--- src/redmule_pkg.sv ---
// ----------------------------------------
// Shared sizes, index types and enums for
// the tile matrix-multiply accelerator
// ----------------------------------------

package redmule_pkg;

  // Element width and tile geometry, Z[M][N] = X[M][K] * W[K][N] + Y[M][N]
  localparam int unsigned DATA_W       = 16;
  localparam int unsigned ARRAY_HEIGHT = 4;
  localparam int unsigned ARRAY_WIDTH  = 4;
  localparam int unsigned TILE_N       = 4;

  localparam int unsigned X_WORDS    = ARRAY_WIDTH * ARRAY_HEIGHT;
  localparam int unsigned W_WORDS    = ARRAY_HEIGHT * TILE_N;
  localparam int unsigned Y_WORDS    = ARRAY_WIDTH * TILE_N;
  localparam int unsigned XW_MAX     = (X_WORDS > W_WORDS) ? X_WORDS : W_WORDS;
  localparam int unsigned TILE_WORDS = (XW_MAX > Y_WORDS) ? XW_MAX : Y_WORDS;
  localparam int unsigned IDX_W      = $clog2(TILE_WORDS);

  typedef logic [DATA_W-1:0]              word_t;
  typedef logic [IDX_W-1:0]               idx_t;
  typedef logic [$clog2(ARRAY_WIDTH)-1:0] row_t;
  typedef logic [$clog2(TILE_N)-1:0]      col_t;

  // Destination buffer of an incoming word
  typedef enum logic [1:0] {OPND_X, OPND_W, OPND_Y} operand_e;

  typedef enum logic [2:0] {LD_IDLE, LD_X, LD_W, LD_Y, LD_WAIT} ld_state_e;

endpackage : redmule_pkg

--- src/redmule_engine.sv ---
// ----------------------------------------
// Compute engine: walks Z positions and
// runs a two-stage multiply/add pipeline
// ----------------------------------------

module redmule_engine import redmule_pkg::*; (
  input  logic                     clk_i,
  input  logic                     rst_i,
  input  logic                     run_i,
  input  word_t [ARRAY_HEIGHT-1:0] x_row_i,
  input  word_t [ARRAY_HEIGHT-1:0] w_col_i,
  input  word_t                    y_elem_i,
  output row_t                     rd_row_o,
  output col_t                     rd_col_o,
  output logic                     z_valid_o,
  output word_t                    z_data_o,
  output logic                     done_o
);

  logic  running_q;
  row_t  row_q;
  col_t  col_q;
  logic  last_pos;

  logic  s1_valid_q;
  logic  s1_last_q;
  word_t prod_q [ARRAY_HEIGHT];
  word_t bias_q;
  word_t sum;

  assign rd_row_o = row_q;
  assign rd_col_o = col_q;
  assign last_pos = (row_q == row_t'(ARRAY_WIDTH - 1)) && (col_q == col_t'(TILE_N - 1));

  // Position sequencer, one Z element per cycle in row-major order
  always_ff @(posedge clk_i) begin
    if (rst_i) begin
      running_q <= 1'b0;
      row_q     <= '0;
      col_q     <= '0;
    end else if (run_i) begin
      running_q <= 1'b1;
      row_q     <= '0;
      col_q     <= '0;
    end else if (running_q) begin
      if (col_q == col_t'(TILE_N - 1)) begin
        col_q <= '0;
        row_q <= row_q + 1'b1;
        if (last_pos) running_q <= 1'b0;
      end else begin
        col_q <= col_q + 1'b1;
      end
    end
  end

  // Stage 1 tags, the pipeline drains after the sequencer stops
  always_ff @(posedge clk_i) begin
    if (rst_i) begin
      s1_valid_q <= 1'b0;
      s1_last_q  <= 1'b0;
      z_valid_o  <= 1'b0;
      done_o     <= 1'b0;
    end else begin
      s1_valid_q <= running_q;
      s1_last_q  <= running_q && last_pos;
      z_valid_o  <= s1_valid_q;
      done_o     <= s1_valid_q && s1_last_q;
    end
  end

  // Products truncated to the element width
  always_ff @(posedge clk_i) begin
    for (int k = 0; k < ARRAY_HEIGHT; k++) begin
      prod_q[k] <= word_t'(x_row_i[k] * w_col_i[k]);
    end
    bias_q <= y_elem_i;
  end

  // Adder tree with bias, wraps modulo 2^DATA_W
  always_comb begin
    sum = bias_q;
    for (int k = 0; k < ARRAY_HEIGHT; k++) begin
      sum = sum + prod_q[k];
    end
  end

  always_ff @(posedge clk_i) begin
    z_data_o <= sum;
  end

endmodule : redmule_engine

--- src/redmule_loader.sv ---
// ----------------------------------------
// Input loader: takes X, W and Y words in
// order after start and fills the buffer
// ----------------------------------------

module redmule_loader import redmule_pkg::*; (
  input  logic     clk_i,
  input  logic     rst_i,
  input  logic     start_i,
  input  logic     in_valid_i,
  input  word_t    in_data_i,
  input  logic     done_i,
  output logic     wr_en_o,
  output operand_e wr_sel_o,
  output idx_t     wr_addr_o,
  output word_t    wr_data_o,
  output logic     run_o,
  output logic     busy_o
);

  ld_state_e state_q;
  idx_t      cnt_q;
  logic      loading;
  logic      last_word;

  assign loading   = (state_q == LD_X) || (state_q == LD_W) || (state_q == LD_Y);
  assign last_word = (cnt_q == idx_t'(TILE_WORDS - 1));

  // Write port follows the input strobe directly
  assign wr_en_o   = in_valid_i && loading;
  assign wr_addr_o = cnt_q;
  assign wr_data_o = in_data_i;
  assign busy_o    = (state_q != LD_IDLE);

  always_comb begin
    case (state_q)
      LD_W:    wr_sel_o = OPND_W;
      LD_Y:    wr_sel_o = OPND_Y;
      default: wr_sel_o = OPND_X;
    endcase
  end

  always_ff @(posedge clk_i) begin
    if (rst_i) begin
      state_q <= LD_IDLE;
      cnt_q   <= '0;
      run_o   <= 1'b0;
    end else begin
      run_o <= 1'b0;
      case (state_q)
        LD_IDLE: begin
          cnt_q <= '0;
          if (start_i) state_q <= LD_X;
        end
        LD_X, LD_W, LD_Y: begin
          if (in_valid_i) begin
            cnt_q <= cnt_q + 1'b1;
            if (last_word) begin
              case (state_q)
                LD_X:    state_q <= LD_W;
                LD_W:    state_q <= LD_Y;
                default: begin
                  state_q <= LD_WAIT;
                  run_o   <= 1'b1;
                end
              endcase
            end
          end
        end
        LD_WAIT: if (done_i) state_q <= LD_IDLE;
        default: state_q <= LD_IDLE;
      endcase
    end
  end

endmodule : redmule_loader

--- src/redmule_operand_buffer.sv ---
// ----------------------------------------
// Operand storage for X, W and Y with one
// write port and combinational reads
// ----------------------------------------

module redmule_operand_buffer import redmule_pkg::*; (
  input  logic                     clk_i,
  input  logic                     wr_en_i,
  input  operand_e                 wr_sel_i,
  input  idx_t                     wr_addr_i,
  input  word_t                    wr_data_i,
  input  row_t                     rd_row_i,
  input  col_t                     rd_col_i,
  output word_t [ARRAY_HEIGHT-1:0] x_row_o,
  output word_t [ARRAY_HEIGHT-1:0] w_col_o,
  output word_t                    y_elem_o
);

  // Row-major storage of the three operands
  word_t x_mem [TILE_WORDS];
  word_t w_mem [TILE_WORDS];
  word_t y_mem [TILE_WORDS];

  always_ff @(posedge clk_i) begin
    if (wr_en_i) begin
      case (wr_sel_i)
        OPND_X:  x_mem[wr_addr_i] <= wr_data_i;
        OPND_W:  w_mem[wr_addr_i] <= wr_data_i;
        default: y_mem[wr_addr_i] <= wr_data_i;
      endcase
    end
  end

  // X[r][k] sits at r*K+k, W[k][c] at k*N+c
  always_comb begin
    idx_t x_addr;
    idx_t w_addr;
    for (int k = 0; k < ARRAY_HEIGHT; k++) begin
      x_addr     = idx_t'(rd_row_i * ARRAY_HEIGHT + k);
      w_addr     = idx_t'(k * TILE_N + rd_col_i);
      x_row_o[k] = x_mem[x_addr];
      w_col_o[k] = w_mem[w_addr];
    end
  end

  assign y_elem_o = y_mem[idx_t'(rd_row_i * TILE_N + rd_col_i)];

endmodule : redmule_operand_buffer

--- src/redmule_top.sv ---
// ----------------------------------------
// Accelerator top: loader feeds the buffer,
// engine reads it and streams Z out
// ----------------------------------------

module redmule_top import redmule_pkg::*; (
  input  logic  clk_i,
  input  logic  rst_i,
  input  logic  start_i,
  input  logic  in_valid_i,
  input  word_t in_data_i,
  output logic  z_valid_o,
  output word_t z_data_o,
  output logic  busy_o,
  output logic  done_o
);

  // Loader to buffer write port
  logic     wr_en;
  operand_e wr_sel;
  idx_t     wr_addr;
  word_t    wr_data;

  logic     run;

  // Engine read request and buffer read data
  row_t                     rd_row;
  col_t                     rd_col;
  word_t [ARRAY_HEIGHT-1:0] x_row;
  word_t [ARRAY_HEIGHT-1:0] w_col;
  word_t                    y_elem;

  redmule_loader i_redmule_loader (
    .clk_i      ( clk_i      ),
    .rst_i      ( rst_i      ),
    .start_i    ( start_i    ),
    .in_valid_i ( in_valid_i ),
    .in_data_i  ( in_data_i  ),
    .done_i     ( done_o     ),
    .wr_en_o    ( wr_en      ),
    .wr_sel_o   ( wr_sel     ),
    .wr_addr_o  ( wr_addr    ),
    .wr_data_o  ( wr_data    ),
    .run_o      ( run        ),
    .busy_o     ( busy_o     )
  );

  redmule_operand_buffer i_redmule_operand_buffer (
    .clk_i     ( clk_i   ),
    .wr_en_i   ( wr_en   ),
    .wr_sel_i  ( wr_sel  ),
    .wr_addr_i ( wr_addr ),
    .wr_data_i ( wr_data ),
    .rd_row_i  ( rd_row  ),
    .rd_col_i  ( rd_col  ),
    .x_row_o   ( x_row   ),
    .w_col_o   ( w_col   ),
    .y_elem_o  ( y_elem  )
  );

  redmule_engine i_redmule_engine (
    .clk_i     ( clk_i     ),
    .rst_i     ( rst_i     ),
    .run_i     ( run       ),
    .x_row_i   ( x_row     ),
    .w_col_i   ( w_col     ),
    .y_elem_i  ( y_elem    ),
    .rd_row_o  ( rd_row    ),
    .rd_col_o  ( rd_col    ),
    .z_valid_o ( z_valid_o ),
    .z_data_o  ( z_data_o  ),
    .done_o    ( done_o    )
  );

endmodule : redmule_top

--- config.mk ---
export PLATFORM = sky130hd
export DESIGN_NAME = redmule_top
export DESIGN_NICKNAME = d
export VERILOG_FILES = /design/src/redmule_pkg.sv /design/src/redmule_engine.sv /design/src/redmule_loader.sv /design/src/redmule_operand_buffer.sv /design/src/redmule_top.sv
export SDC_FILE = /design/constraint.sdc
export NUM_CORES = 2
export LEC_CHECK = 0
export BUFFER_PORTS_ARGS = -buffer_cell sky130_fd_sc_hd__buf_2
export CAP_MARGIN = 20
export CORE_UTILIZATION = 35
export DETAILED_ROUTE_END_ITERATION = 12
export HOLD_SLACK_MARGIN = 0.1
export SETUP_SLACK_MARGIN = 0.05
export SLEW_MARGIN = 20
export SYNTH_ARGS = -nofsm -noshare
export SYNTH_HDL_FRONTEND = slang
export SYNTH_SLANG_ARGS = --single-unit
--- constraint.sdc ---
create_clock -name clk_i -period 15.7 [get_ports clk_i]
set_clock_uncertainty 0.2 [all_clocks]
set_input_delay 1.57 -clock clk_i [delete_from_list [all_inputs] [get_ports clk_i]]
set_output_delay 1.57 -clock clk_i [all_outputs]
set_load 0.01 [all_outputs]
==> results.cfg <==
[floorplanning]
pin_count = 39
fp.dieW_um = 373
die_area_um2 = 139000
dieHeight_um = 373
start_util_pct = 35.4
rows = 135
coreArea_um2 = 136000

[critical_path]
slowest_stage = mux4_2
cp_max_fo = 86
crit_path_start_kind = register
cp.arrival_ns = 7.47
worstPathCellList = buf_12 -> mux4_2 -> and2_1 -> fa_1 -> inv_1 -> fa_1 -> inv_1 -> fa_1 -> fa_1 -> inv_1 -> fa_1 -> fa_1 -> xor2_1 -> xnor2_1 -> xnor2_1 -> xnor2_1 -> xnor2_1 -> xnor2_1 -> xnor2_1 -> xnor2_1
cp-end-kind = register
cp_common_cell = xnor2_1
cpPeakStageDelay_ns = 0.77
crit_buf_inv = 4
worstSetupPathType = register to register
worst-endpoint-required_ns = 16.04
crit_family = adder cells

[sta]
worst_pin_slew_ns = 1.10
clock.fmax_ghz = 0.140
fin_ws_ns = 8.56
whs_ns = 0.232
rsz0062_at_grt = no
hold_viol = 0
tns_ns = 0
setup_viol = 0
finalCriticalPeriod_ns = 7.14
period_share_pct = 45.5
slew_viol_final = 0
relSlewSlack_pct = 26.6

[synthesis]
yosys_most_used_dff = edfxtp_1
synth_top_cell_by_area = edfxtp_1
synth_top_area_share_pct = 47.8
netlist_top_cells_count = edfxtp_1, inv_1, fa_1
syn_nets = 3849
synthTopCellsByArea = edfxtp_1, fa_1, mux4_2, ha_1, dfxtp_1
yosysUniqueCellTypes = 52
yosysMostFrequentCell = edfxtp_1
ys_warn_count = 0
synth_area_per_cell_um2 = 14.9
synth_area_um2 = 48300
postSynth.asyncResetShare_pct = 0
ys_ff_latch = 885
ys_seq_area_share_pct = 52.6
synth_edf_count = 768
postSynthCellCount = 3247

[finish]
areaGrowthSynthToFinish_pct = 11.2
drive_gt1_share_pct = 13.9
finish.net_count = 3936
fin_area_um2 = 53600
multi_input_area_um2 = 20600
fillers = 12615
register_area_um2 = 25400

[placement]
routabilityCongestion = 0.848
placed_cell_area_um2 = 50700
post-place-ws_ns = 8.51
place_hpwl_mm = 73.8
numPortBuffers = 38

[clocking]
cts_setup_buffers = 0
cts_buffers = 91
ctsRootBufferMaster = clkbuf_16
clockBufferDepth = 3
clkTransAtPathRegs_ns = 0.06
postCtsHoldBufs = 0
cts_resized = 0
htreeDepth = 3
cts_sinks = 885
tritoncts = done
clock_latency_ns = 0.66

[global_routing]
grt_max_degree = 87
antenna_found_initial = 10
grt_util_all_layers_pct = 16.3
grt_pass1_wl_mm = 170
gr-total-overflow = 0
grt_pass1_vias = 26384

[routing]
drt_first_iter_violations = 2298
avgRoutedWirePerCell_um = 21.7
vias = 25322
vias_per_cell = 4.88
dr.pass1.iters = 5
ant_nets = 0
wirelength_mm = 113
drt_drc_violations_left = 0

[pwr]
p_per_area_nw_per_um2 = 104
leakage_nw = 19.9
vdd_drop_max_mv = 0.101
power.total_mw = 5.60

[outcome]
outcome = finished, final reports clean

[flow_run]
cap_violations = 0

[min_path]
hold_class = register to register
-- cell type report --
| cell class | count | area share [%] |
|---|---|---|
| flip-flops and latches | 885 | 47.4 |
| clock inverters | 48 | 0.854 |
| multi-input cells | 1790 | 38.4 |
| well taps | 1781 | 4.15 |
| repair buffers | 100 | 1.26 |
| inverters | 466 | 3.26 |
| clock buffers | 123 | 4.72 |
| diodes | 1 | 0.00466 |
-- cells in the final DEF, fill, tap and decap left out, drive strengths merged, types with 2 or more instances in the layout --
cell type  count
a211oi         2
a21boi         3
a21o          18
a21oi         46
a221oi         2
a31oi          3
and2         265
and3           2
buf          100
bufinv         4
clkbuf       123
clkinv        35
clkinvlp       6
dfxtp        117
edfxtp       768
fa           364
ha           218
inv          469
mux2i          2
mux4         208
nand2        305
nand3         11
nand3b         6
nand4          2
nor2          77
nor2b         11
nor3          15
nor3b          2
nor4b          2
o21a           4
o21ai         17
o21bai        14
o22ai          2
o41ai          2
or3            3
or4            2
xnor2        141
xor2          36
-- report_power, final --
group / leakage (nW) / switching (mW) / total, mW / internal [mW]
sequential: 7.88 / 0.0302 / 2.64 / 2.61
combinational: 10.6 / 0.486 / 0.824 / 0.339
clock: 1.45 / 0.930 / 2.14 / 1.21
total: 19.9 / 1.45 / 5.60 / 4.16
-- per-stage QoR --
step	utilization, %	cells
finish	39.4	5194
global route	39.4	5193
CTS	39.4	5193
detailed placement	37.2	5022
global placement	37.2	5022
floorplan	-	3247
-- registers in the layout (all words and copies together) (netlist names), named ones only --
signal / cells
i_redmule_engine.s1_last_q: 1
i_redmule_engine.rd_row_o: 2
i_redmule_engine.running_q: 1
i_redmule_engine.z_valid_o: 1
i_redmule_operand_buffer.y_mem: 256
i_redmule_engine.rd_col_o: 2
i_redmule_engine.done_o: 1
i_redmule_engine.z_data_o: 16
i_redmule_engine.s1_valid_q: 1
i_redmule_engine.bias_q: 16
i_redmule_loader.run_o: 1
i_redmule_loader.wr_addr_o: 4
i_redmule_operand_buffer.w_mem: 256
i_redmule_operand_buffer.x_mem: 256
i_redmule_engine.prod_q: 64
i_redmule_loader.state_q: 3
-- layer usage --
layer / up-vias / part of all wire, % / GRT usage (%)
met3: 143 / 7.3 / 3.53
met5: - / 0.029 / 0
met1: 13166 / 44 / 23.0
li1: 11279 / - / -
met4: 6 / 2.0 / 3.62
met2: 728 / 46 / 25.8
-- cell families (layout without fill, tap and decap cells) --
family                   after synthesis  after routing  synth area share (%)
AND/OR/NAND/NOR                      706            706                  7.23
other                                  0              1                     0
buffers and inverters                572            737                  4.77
adder cells (fa/ha/maj)              582            582                  20.8
flip-flops                           885            885                  52.6
XOR/XNOR                             177            177                  3.35
AO/OA/AOI/OAI                        115            115                  1.46
multiplexers                         210            210                  9.79
-- path summary, 6_finish.rpt --
check,startpoint,endpoint,slack (ns),cells after the start
worst max-delay path,i_redmule_engine.rd_col_o[0]$_SDFFE_PP0P_,i_redmule_engine.prod_q[2][15]$_DFF_P_,8.56,20
worst min-delay path,i_redmule_engine.s1_last_q$_SDFF_PP0_,i_redmule_engine.done_o$_SDFF_PP0_,0.23,1
worst max register to register,i_redmule_engine.rd_col_o[0]$_SDFFE_PP0P_,i_redmule_engine.prod_q[2][15]$_DFF_P_,8.56,20
worst min register to register,i_redmule_engine.s1_last_q$_SDFF_PP0_,i_redmule_engine.done_o$_SDFF_PP0_,0.23,1
Power figures use the tool's default switching activity.
